File: config.mk
export PLATFORM = sky130hd
export DESIGN_NAME = issue_stage
export DESIGN_NICKNAME = d
export VERILOG_FILES = /design/src/core_pkg.sv /design/src/issue_stage.sv
export VERILOG_INCLUDE_DIRS = /design/src /design/src/src
export SDC_FILE = /design/constraint.sdc
export NUM_CORES = 1
export LEC_CHECK = 0
export BUFFER_PORTS_ARGS = -buffer_cell sky130_fd_sc_hd__clkbuf_2
export CORE_AREA = 2 2 538 540
export CTS_BUF_LIST = sky130_fd_sc_hd__clkbuf_8
export CTS_CLUSTER_SIZE = 25
export DETAILED_ROUTE_END_ITERATION = 7
export DIE_AREA = 0 0 540 542
export HOLD_SLACK_MARGIN = 0.05
export SLEW_MARGIN = 20
export SYNTH_ARGS = -nofsm -noshare
export SYNTH_HDL_FRONTEND = slang
export SYNTH_SLANG_ARGS = --single-unit
File: constraint.sdc
create_clock -name clk -period 11.1 [get_ports clk]
set_input_delay 2.22 -clock clk [delete_from_list [all_inputs] [get_ports clk]]
set_output_delay 2.22 -clock clk [all_outputs]
set_load 0.02 [all_outputs]
File: src/core_config.svh
`ifndef CORE_CONFIG_SVH
`define CORE_CONFIG_SVH

// Data path width in bits
`define XLEN 64

// Architectural registers, x0 included
`define REG_COUNT 32

// Data memory depth in XLEN-bit words
`define DMEM_WORDS 64

// Entries in the testbench instruction table
`define TB_TABLE_LEN 160

`endif
File: src/core_pkg.sv
`include "core_config.svh"

package core_pkg;

    typedef logic [$clog2(`REG_COUNT)-1:0] reg_idx_t;

    typedef enum logic [3:0] {
        ALU_ADD = 4'd0,
        ALU_SUB = 4'd1,
        ALU_AND = 4'd2,
        ALU_OR  = 4'd3,
        ALU_XOR = 4'd4,
        ALU_SLL = 4'd5,
        ALU_SRL = 4'd6,
        ALU_SLT = 4'd7
    } alu_op_e;

    typedef enum logic [1:0] {
        OPR1_RS1  = 2'd0,
        OPR1_PC   = 2'd1,
        OPR1_ZERO = 2'd2
    } opr1_sel_e;

    typedef enum logic [1:0] {
        OPR2_RS2  = 2'd0,
        OPR2_IMM  = 2'd1,
        OPR2_FOUR = 2'd2
    } opr2_sel_e;

    typedef enum logic [1:0] {
        OT_INT   = 2'd0,
        OT_LOAD  = 2'd1,
        OT_STORE = 2'd2
    } op_type_e;

    typedef enum logic [1:0] {
        MW_BYTE   = 2'd0,
        MW_HALF   = 2'd1,
        MW_WORD   = 2'd2,
        MW_DOUBLE = 2'd3
    } mem_width_e;

    // Decoded instruction as handed over by the decoder
    typedef struct packed {
        logic [`XLEN-1:0] pc;
        alu_op_e          op;
        op_type_e         op_type;
        opr1_sel_e        opr1_sel;
        opr2_sel_e        opr2_sel;
        logic [`XLEN-1:0] imm;
        reg_idx_t         rs1;
        reg_idx_t         rs2;
        reg_idx_t         rd;
        logic             wb_en;
        logic             mem_sign;
        mem_width_e       mem_width;
    } dec_instr_t;

    // Integer pipe dispatch record
    typedef struct packed {
        logic [`XLEN-1:0] pc;
        alu_op_e          op;
        logic [`XLEN-1:0] operand1;
        logic [`XLEN-1:0] operand2;
        reg_idx_t         dst;
        logic             wb_en;
    } ip_instr_t;

    // Load/store pipe dispatch record
    typedef struct packed {
        logic [`XLEN-1:0] pc;
        logic             is_store;
        logic [`XLEN-1:0] base;
        logic [11:0]      offset;
        logic [`XLEN-1:0] source;
        logic             mem_sign;
        mem_width_e       mem_width;
        reg_idx_t         dst;
        logic             wb_en;
    } lsp_instr_t;

    // Writeback event, also used for forwarding and busy tracking
    typedef struct packed {
        logic             valid;
        logic             wb_en;
        reg_idx_t         dst;
        logic [`XLEN-1:0] result;
        logic [`XLEN-1:0] pc;
    } wb_t;

endpackage

File: src/issue_stage.sv
`timescale 1ns/1ns
`include "core_config.svh"

module issue_stage (
    input  logic                   clk,
    input  logic                   rst,
    input  logic                   dec_valid,
    input  core_pkg::dec_instr_t   dec_instr,
    output logic                   dec_ready,
    output core_pkg::reg_idx_t     rs1,
    output core_pkg::reg_idx_t     rs2,
    input  logic [`XLEN-1:0]       rdata0,
    input  logic [`XLEN-1:0]       rdata1,
    input  core_pkg::wb_t          ip_fwd,
    input  core_pkg::wb_t          ip_wb,
    input  core_pkg::wb_t          lsp_wb,
    input  core_pkg::wb_t          lsp_busy_ag,
    input  core_pkg::wb_t          lsp_busy_mem,
    output core_pkg::ip_instr_t    ip_issue,
    output logic                   ip_valid,
    output core_pkg::lsp_instr_t   lsp_issue,
    output logic                   lsp_valid
);

    logic             ready_q;
    logic             rs1_needed;
    logic             rs2_needed;
    logic             load_hazard;
    logic             accept;
    logic             issue_ip;
    logic             issue_lsp;
    logic [`XLEN-1:0] rs1_val;
    logic [`XLEN-1:0] rs2_val;
    logic [`XLEN-1:0] opr1_val;
    logic [`XLEN-1:0] opr2_val;

    // True when a record will write the given register
    function automatic logic reg_hit(input core_pkg::wb_t w, input core_pkg::reg_idx_t idx);
        return w.valid && w.wb_en && (w.dst == idx) && (idx != '0);
    endfunction

    // Youngest value wins, x0 never matches a hit
    function automatic logic [`XLEN-1:0] src_value(
        input core_pkg::reg_idx_t idx,
        input logic [`XLEN-1:0]   rf_val
    );
        if (reg_hit(lsp_wb, idx)) begin
            return lsp_wb.result;
        end else if (reg_hit(ip_fwd, idx)) begin
            return ip_fwd.result;
        end else if (reg_hit(ip_wb, idx)) begin
            return ip_wb.result;
        end
        return (idx == '0) ? '0 : rf_val;
    endfunction

    function automatic logic load_pending(input core_pkg::reg_idx_t idx);
        return reg_hit(lsp_busy_ag, idx) || reg_hit(lsp_busy_mem, idx);
    endfunction

    assign rs1 = dec_instr.rs1;
    assign rs2 = dec_instr.rs2;

    assign rs1_val = src_value(dec_instr.rs1, rdata0);
    assign rs2_val = src_value(dec_instr.rs2, rdata1);

    // Stores always read rs2 as their data source
    assign rs1_needed = (dec_instr.opr1_sel == core_pkg::OPR1_RS1);
    assign rs2_needed = (dec_instr.opr2_sel == core_pkg::OPR2_RS2) ||
                        (dec_instr.op_type == core_pkg::OT_STORE);

    // The destination check stops a younger result being overwritten by a load
    assign load_hazard = (rs1_needed && load_pending(dec_instr.rs1)) ||
                         (rs2_needed && load_pending(dec_instr.rs2)) ||
                         (dec_instr.wb_en && load_pending(dec_instr.rd));

    assign dec_ready = ready_q && !load_hazard;
    assign accept    = dec_valid && dec_ready;
    assign issue_ip  = accept && (dec_instr.op_type == core_pkg::OT_INT);
    assign issue_lsp = accept && (dec_instr.op_type != core_pkg::OT_INT);

    always_comb begin
        case (dec_instr.opr1_sel)
            core_pkg::OPR1_RS1: opr1_val = rs1_val;
            core_pkg::OPR1_PC:  opr1_val = dec_instr.pc;
            default:            opr1_val = '0;
        endcase
        case (dec_instr.opr2_sel)
            core_pkg::OPR2_RS2: opr2_val = rs2_val;
            core_pkg::OPR2_IMM: opr2_val = dec_instr.imm;
            default:            opr2_val = `XLEN'd4;
        endcase
    end

    always_ff @(posedge clk) begin
        if (rst) begin
            ready_q   <= 1'b0;
            ip_valid  <= 1'b0;
            lsp_valid <= 1'b0;
        end else begin
            ready_q   <= 1'b1;
            ip_valid  <= issue_ip;
            lsp_valid <= issue_lsp;
        end
    end

    // Dispatch payloads only move on issue
    always_ff @(posedge clk) begin
        if (issue_ip) begin
            ip_issue.pc       <= dec_instr.pc;
            ip_issue.op       <= dec_instr.op;
            ip_issue.operand1 <= opr1_val;
            ip_issue.operand2 <= opr2_val;
            ip_issue.dst      <= dec_instr.rd;
            ip_issue.wb_en    <= dec_instr.wb_en;
        end
        if (issue_lsp) begin
            lsp_issue.pc        <= dec_instr.pc;
            lsp_issue.is_store  <= (dec_instr.op_type == core_pkg::OT_STORE);
            lsp_issue.base      <= opr1_val;
            lsp_issue.offset    <= dec_instr.imm[11:0];
            lsp_issue.source    <= rs2_val;
            lsp_issue.mem_sign  <= dec_instr.mem_sign;
            lsp_issue.mem_width <= dec_instr.mem_width;
            lsp_issue.dst       <= dec_instr.rd;
            lsp_issue.wb_en     <= dec_instr.wb_en;
        end
    end

endmodule

==> metrics.md, run 1 <==
| Metric | Value |
|---|---|
| Vias per cell | `2.974` |
| Int Pwr | `3.076 mW` |
| Post-synth EDFFs | `416` |
| Die height | `542 µm` |
| Count of different cell masters after synthesis | `59` |
| FF+latch area | `12550 µm²` |
| Worst-margin pin slew | `1.165 ns` |
| Final setup violation count | `0` |
| Hold Path Sink | `lsp_valid` |
| Clock buffer depth | `4` |
| Grt ovf | `0` |
| Synth Flop Type | `edfxtp_1` |
| Synth-to-layout area growth | `60.13%` |
| Seq pwr share | `41.0%` |
| Global-route wire length before repair | `250400 µm` |
| Initial Utilization | `6.695%` |
| Crit start category | `input port` |
| Share of cells above drive strength 1 | `45.10%` |
| Slew Viols, Final | `0` |
| Post-CTS Setup Bufs | `0` |
| Worst r2r src | `ready_q` |
| Post-Syn Instances | `1543` |
| Fin nets | `3466` |
| Total Neg Setup Slack | `0 ns` |
| Final clock skew | `0.05685 ns` |
| Root cell of the clock tree | `clkbuf_8` |
| RSZ-0062 raised after global routing | `no` |
| Starting DRT DRC Count | `1639` |
| Fill cells | `33.11k` |
| Vias | `19.06k` |
| IO buf count | `943` |
| Main area contributors after synthesis | `edfxtp_1, nand2_1, a311oi_1, mux2i_1, o32a_1` |
| Core Footprint | `286900 µm²` |
| Reg2Reg Capture Point | `lsp_issue[34]` |
| CTS tree | `yes` |
| Hold depth | `3` |
| Synthesized Nets | `2506` |
| Clock-pin transition on the worst setup and hold timing paths | `0.05 ns` |
| # DRC | `0` |
| CTS resizes | `0` |
| Die Wd | `540 µm` |
| NetSw | `1.362 mW` |
| Synthesized area | `19210 µm²` |
| Routed Antenna Nets | `0` |
| Worst setup EP type | `output port` |
| Critical path class | `input port to output port` |
| Main combinational cell family by area after synthesis | `compound AO/OA/AOI/OAI gates` |
| Achievable Freq | `151.6 MHz` |
| Area share of the largest cell type after synthesis | `65.03%` |
| Mux cell area share after synthesis | `2.449%` |
| Worst R2R Path Depth | `5` |
| WP data arrival | `4.38 ns` |
| PwrDens | `144.3 nW/µm²` |
| Simple-gate share of the synthesized area | `10.86%` |
| Die area | `292700 µm²` |
| Max-cap viol count | `0` |
| Final Hold Viols | `0` |
| FFs w/ async S/R, synth | `0%` |
| Post-synthesis compound-gate area fraction | `15.18%` |
| Number of global-route vias before repair | `18.36k` |
| Routed WL per cell | `33.01 µm` |
| Maximum vdd ir drop | `0.00009761 V` |
| Synth Area in XOR/XNOR | `2.644%` |
| Total track usage | `13.93%` |
| Total number of yosys warnings | `0` |
| Sequential cell area fraction in the yosys report | `65.34%` |
| Initial antenna violation count | `179` |
| Worst skew pair latency | `0.96 ns` |
| Overall routed net length | `211600 µm` |
| Post-synthesis register bit count | `419` |
| Worst R2R Setup Slack | `7.52 ns` |
| IO Count | `1392` |
| Multi-input gate area | `6098 µm²` |
| Placer Congestion | `0.8822` |
| Adder-Cell Fraction of Synth Area | `0%` |
| Leading area contributor after synthesis | `edfxtp_1` |
| Slew margin rel. | `20.13%` |
| Final worst-path cycle share | `59.44%` |
| Worst Path Required | `8.88 ns` |
| Worst-path fanout max | `5` |
| Min-delay worst type | `flop to flop` |
| Hold path start | `ready_q` |
| Switching Share | `30.69%` |
| Logic pwr share | `13.3%` |
| Clock Sinks | `419` |
| Initial DRT Pass Iterations | `6` |
| HPWL Detailed | `176700 µm` |
| Final Critical Period | `6.598 ns` |
| Htree depth | `3` |
| Outcome | `finished clean` |
| CTS Buf Count | `99` |
| # rows | `197` |
| Post-CTS Hold Buffers | `0` |
| Clock power frac | `45.8%` |
| Pin count of the biggest net entering global routing | `105` |
| Leak | `11.61 nW` |
| Mapped Avg Cell Area | `12.45 µm²` |
| Total power draw | `4.438 mW` |
[state kept, by name (all words and copies together) (netlist names)]
| signal | cells |
|---|---|
| lsp_issue | 214 |
| lsp_valid | 1 |
| ip_valid | 1 |
| ready_q | 1 |
| ip_issue | 202 |
[synthesized netlist by cell type (all sizes together) (2+ instances only)]
| master | number |
|---|---|
| xnor2 | 24 |
| nand2 | 206 |
| o211ai | 2 |
| o22ai | 10 |
| nor3 | 6 |
| o221ai | 7 |
| a21oi | 87 |
| o21ai | 63 |
| mux2i | 47 |
| edfxtp | 416 |
| buf | 56 |
| xor2 | 34 |
| or3 | 2 |
| a31oi | 50 |
| nand4 | 9 |
| nand3 | 71 |
| inv | 15 |
| and2 | 50 |
| nor4 | 10 |
| a21o | 52 |
| o31a | 5 |
| dfxtp | 3 |
| or2 | 6 |
| clkbuf | 79 |
| or4 | 2 |
| o32a | 47 |
| o2bb2ai | 5 |
| o41ai | 6 |
| o21bai | 8 |
| a311oi | 57 |
| and3 | 6 |
| nor2 | 80 |
| o31ai | 6 |
| nor2b | 2 |
[area by class of cell]
class | count | area share (%)
clock inverter | 69 | 2.107
inverter | 16 | 0.2034
timing repair buffer | 994 | 16.76
tap | 3781 | 15.38
clock buffer | 99 | 4.430
antenna | 60 | 0.4881
multi-input combinational | 973 | 19.83
sequential | 419 | 40.81
[worst max path at each step]
stage	from	to	slack, ns
2_1_floorplan	dec_instr[5]	lsp_issue[0]	1.80
3_3_place_gp	dec_instr[14]	ip_issue[87]	3.84
3_5_place_dp	dec_instr[14]	ip_issue[87]	3.79
4_1_cts	dec_instr[83]	dec_ready	4.54
5_1_grt	dec_instr[14]	dec_ready	4.47
6_report	dec_instr[6]	dec_ready	4.50
[layout by cell type (no fill, tap or decap), types with 8 or more instances in the layout]
cell,instances
nand2_1,205
clkbuf_8,99
nand4_1,9
mux2i_1,47
buf_4,48
inv_1,36
o21ai_1,56
bufinv_16,12
o21bai_1,8
clkinv_1,10
nand3_1,68
edfxtp_1,416
clkbuf_2,942
a311oi_1,56
xnor2_1,24
a21o_1,52
diode_2,60
o22ai_1,10
xor2_1,34
o32a_1,47
clkinv_2,15
a21oi_1,87
and2_1,49
nor2_1,79
a31oi_1,49
[per-layer routing]
metal / vias up / GRT usage, % / routed length, µm
met4: 100 / 4.937 / 8093
li1: 7932 / - / -
met3: 400 / 7.424 / 26400
met5: - / 0 / 675
met1: 9280 / 15.98 / 83200
met2: 1352 / 21.86 / 93270
[through the flow]
step | setup WS (ns) | cell area [µm²] | std cells | util (%) | hold slack, ns
2_1_floorplan | 1.799 | 19210 | 1543 | - | 0.6057
3_3_place_gp | 3.839 | 28600 | 6183 | 9.968 | 0.6903
3_5_place_dp | 3.791 | 28600 | 6183 | 9.968 | 0.6898
4_1_cts | 4.536 | 30610 | 6351 | 10.67 | 0.6988
5_1_grt | 4.468 | 30690 | 6383 | 10.70 | 0.7242
6_report | 4.502 | 30760 | 6411 | 10.72 | 0.7168
[cells by family after synthesis]
group	count (synthesis)
buffers and inverters	151
XOR/XNOR	58
flip-flops	419
multiplexers	47
AO/OA/AOI/OAI	412
AND/OR/NAND/NOR	456
[power groups by stage]
stage / logic, mW / clock network [mW] / registers, mW
5_1_grt: 0.629 / 2.17 / 1.82
6_report: 0.589 / 2.03 / 1.82
2_1_floorplan: 0.145 / 0 / 1.92
3_3_place_gp: 0.603 / 0 / 1.85
4_1_cts: 0.608 / 2.12 / 1.82
3_5_place_dp: 0.606 / 0 / 1.85
[critical path: stages]
cell	delay [ns]
clkbuf_2	0.16
or4_1	0.51
o21ai_0	0.25
a21oi_1	0.12
a2111oi_2	0.79
clkbuf_2	0.32
Note: power is estimated with default switching activity, not from simulation.
==> inputs of run 2 (changes only) <==
ABC_AREA = 1   (was unset)
CORE_AREA = 2 2 536 538   (was 2 2 538 540)
DIE_AREA = 0 0 538 540   (was 0 0 540 542)
clock period = 5.7 ns   (was 11.1 ns; I/O delays follow)
==> metrics.md, run 2 <==
| Metric | Value |
|---|---|
| Starting DRT DRC Count | `1834` |
| Sequential cell area fraction in the yosys report | `63.03%` |
| Crit start category | `input port` |
| CTS resizes | `0` |
| Final worst-path cycle share | `71.93%` |
| Post-synthesis register bit count | `419` |
| Pin count of the biggest net entering global routing | `89` |
| Min-delay worst type | `input port to flop` |
| Initial DRT Pass Iterations | `6` |
| Reg with most FFs | `lsp_issue` |
| Leak | `13.40 nW` |
| Hold path start | `rst` |
| Worst-path fanout max | `20` |
| Total number of yosys warnings | `0` |
| Placer Congestion | `0.8574` |
| Root cell of the clock tree | `clkbuf_8` |
| FFs w/ async S/R, synth | `0%` |
| Top Registers | `lsp_issue (214), ip_issue (202)` |
| Synth Flop Type | `edfxtp_1` |
| CTS Buf Count | `89` |
| Routed WL per cell | `28.42 µm` |
| Critical path's slowest cell | `nor2_2` |
| Final Core Density | `11.00%` |
| Final setup violation count | `0` |
| Clock-pin transition on the worst setup and hold timing paths | `0.06 ns` |
| Leading area contributor after synthesis | `edfxtp_1` |
| Main area contributors after synthesis | `edfxtp_1, nand2_1, nand3_1, nor2_1, inv_1` |
| Share of cells above drive strength 1 | `37.89%` |
| Top-count cell post-synth | `nand2_1` |
| HPWL Detailed | `168300 µm` |
| Synthesized Nets | `3062` |
| RSZ-0062 raised after global routing | `no` |
| Outcome | `finished clean` |
| PwrDens | `255.3 nW/µm²` |
| Worst setup EP type | `output port` |
| Max FFs per register | `214` |
| Initial Utilization | `7.001%` |
| Die Wd | `538 µm` |
| Final Hold Viols | `0` |
| Post-synth EDFFs | `416` |
| Total track usage | `13.06%` |
| Vias per cell | `2.972` |
| Worst skew pair latency | `0.96 ns` |
| IO Count | `1392` |
| Slew Viols, Final | `0` |
| Die height | `540 µm` |
| Area share of the largest cell type after synthesis | `62.73%` |
| Cell Count, Final, Fillers Out | `6951` |
| Synth-to-layout area growth | `57.14%` |
| Slew margin rel. | `38.47%` |
| Dpl cells | `6749` |
| IO buf count | `943` |
| CP top delay family | `buffers and inverters` |
| Overall routed net length | `197600 µm` |
| Post-Syn Instances | `2099` |
| Initial antenna violation count | `208` |
| WP data arrival | `2.96 ns` |
| # DRC | `0` |
| Global-route wire length before repair | `235000 µm` |
| # rows | `196` |
| Mapped Avg Cell Area | `9.488 µm²` |
| CP cell instances | `clkbuf_2 > inv_2 > nand3_1 > nor2_2 > inv_6 > o21ai_0 > inv_1 > nand2_1 > nand2_1 > nor2_1 > clkbuf_2` |
| Worst r2r src | `ready_q` |
| Clock Sinks | `419` |
| Buf/Inv on CP | `5` |
| Core Footprint | `284500 µm²` |
| Most frequent cells in the layout | `clkbuf_2, nand2_1, edfxtp_1` |
| Critical path class | `input port to output port` |
| Die area | `290500 µm²` |
| Synthesized area | `19920 µm²` |
| Worst Path Required | `4.56 ns` |
| Worst setup margin | `1.600 ns` |
| Post-CTS Hold Buffers | `0` |
| Vias | `20.66k` |
| Htree depth | `3` |
| Synth cell count leaders | `nand2_1, edfxtp_1, nand3_1` |
| Total power draw | `7.990 mW` |
| Count of different cell masters after synthesis | `33` |
| Max incr delay on CP | `0.33 ns` |
| Hold depth | `2` |
| Worst R2R Path Depth | `6` |
| Final clock skew | `0.1637 ns` |
| Clock buffer depth | `4` |
| Fin nets | `4041` |
| Pre-CTS WS | `0.8581 ns` |
| Reg2Reg Capture Point | `ip_issue[136]` |
| Max-cap viol count | `0` |
| CTS tree | `yes` |
| Post-CTS Setup Bufs | `0` |
| Commonest non-fill, non-tap cell in the layout | `clkbuf_2` |
| Multi-input gate area | `6350 µm²` |
| Achievable Freq | `243.9 MHz` |
| Routed Antenna Nets | `0` |
| Worst R2R Setup Slack | `3.33 ns` |
| Hold Path Sink | `ready_q` |
| Total Neg Setup Slack | `0 ns` |
| Final Critical Period | `4.100 ns` |
| Maximum vdd ir drop | `0.0001552 V` |
| Grt ovf | `0` |
| Fill cells | `33.03k` |
| FF+latch area | `12550 µm²` |
| Worst-margin pin slew | `0.9229 ns` |
| Number of global-route vias before repair | `19.39k` |
-- run 2: cell types whose count changed after synthesis, sizes merged, moves of 22 or more --
cell    before  now
a21o        52    0
a21oi       87   10
a311oi      57    0
a31oi       50    0
and2        50    0
buf         56   86
clkbuf      79   37
inv         15  114
mux2i       47    0
nand2      206  831
nand3       71  326
nor2        80  144
o32a        47    0
xor2        34   12
-- run 2: per-layer routing --
metal	global-route usage (%)	part of all wire, %	up-vias
met4	4.615	3.9	112
met3	6.658	13	450
met2	21.30	45	1404
met1	14.49	38	9621
met5	0	0.36	-
li1	-	-	9068
-- run 2: area by class of cell --
class | count | share of cell area (%)
inverter | 114 | 1.427
clock buffer | 90 | 3.958
clock inverter | 58 | 1.311
antenna | 54 | 0.4318
multi-input combinational | 1443 | 20.29
sequential | 419 | 40.11
timing repair buffer | 1011 | 17.43
tap | 3762 | 15.04
-- run 2: worst max-delay path by stage --
| stage | startpoint | end | slack, ns | cells after the start |
|---|---|---|---|---|
| final | dec_instr[11] | dec_ready | 1.60 | 11 |
| after global routing | dec_instr[10] | dec_ready | 1.48 | 11 |
| after CTS | dec_instr[10] | dec_ready | 1.53 | 11 |
| after detailed placement | dec_instr[16] | ip_issue[133] | 0.86 | 13 |
| after global placement | dec_instr[16] | ip_issue[133] | 0.88 | 13 |
| after floorplan | dec_instr[16] | lsp_issue[0] | 0.05 | 10 |
-- run 2: logic make-up after synthesis --
| logic type | count (synthesis) | share of synthesized area, % |
|---|---|---|
| xor gates and xnor gates | 19 | 0.8356 |
| AOI/OAI and AO/OA | 90 | 2.676 |
| and+or+nand+nor | 1334 | 28.05 |
| DFF | 419 | 63.03 |
| buffers and inverters | 237 | 5.409 |
-- run 2: power by group --
group | switching (mW) | internal (mW)
Clock | 1.62 | 1.69
Combinational | 0.832 | 0.321
Sequential | 0.0219 | 3.51
Total | 2.47 | 5.52
-- run 2: worst register-to-register path: cells and delay by family (launching register included) --
family	cells	cell delay (ns)
buf+inv	3	0.77
simple gates	3	0.48
flops	1	0.31
-- run 2: per-stage QoR --
stage / instance area, µm² / hold slack [ns]
finish: 31300 / 0.3650
global route: 31200 / 0.3199
CTS: 31160 / 0.2134
detailed placement: 29510 / 0.6492
global placement: 29510 / 0.6578
floorplan: 19920 / 0.6807
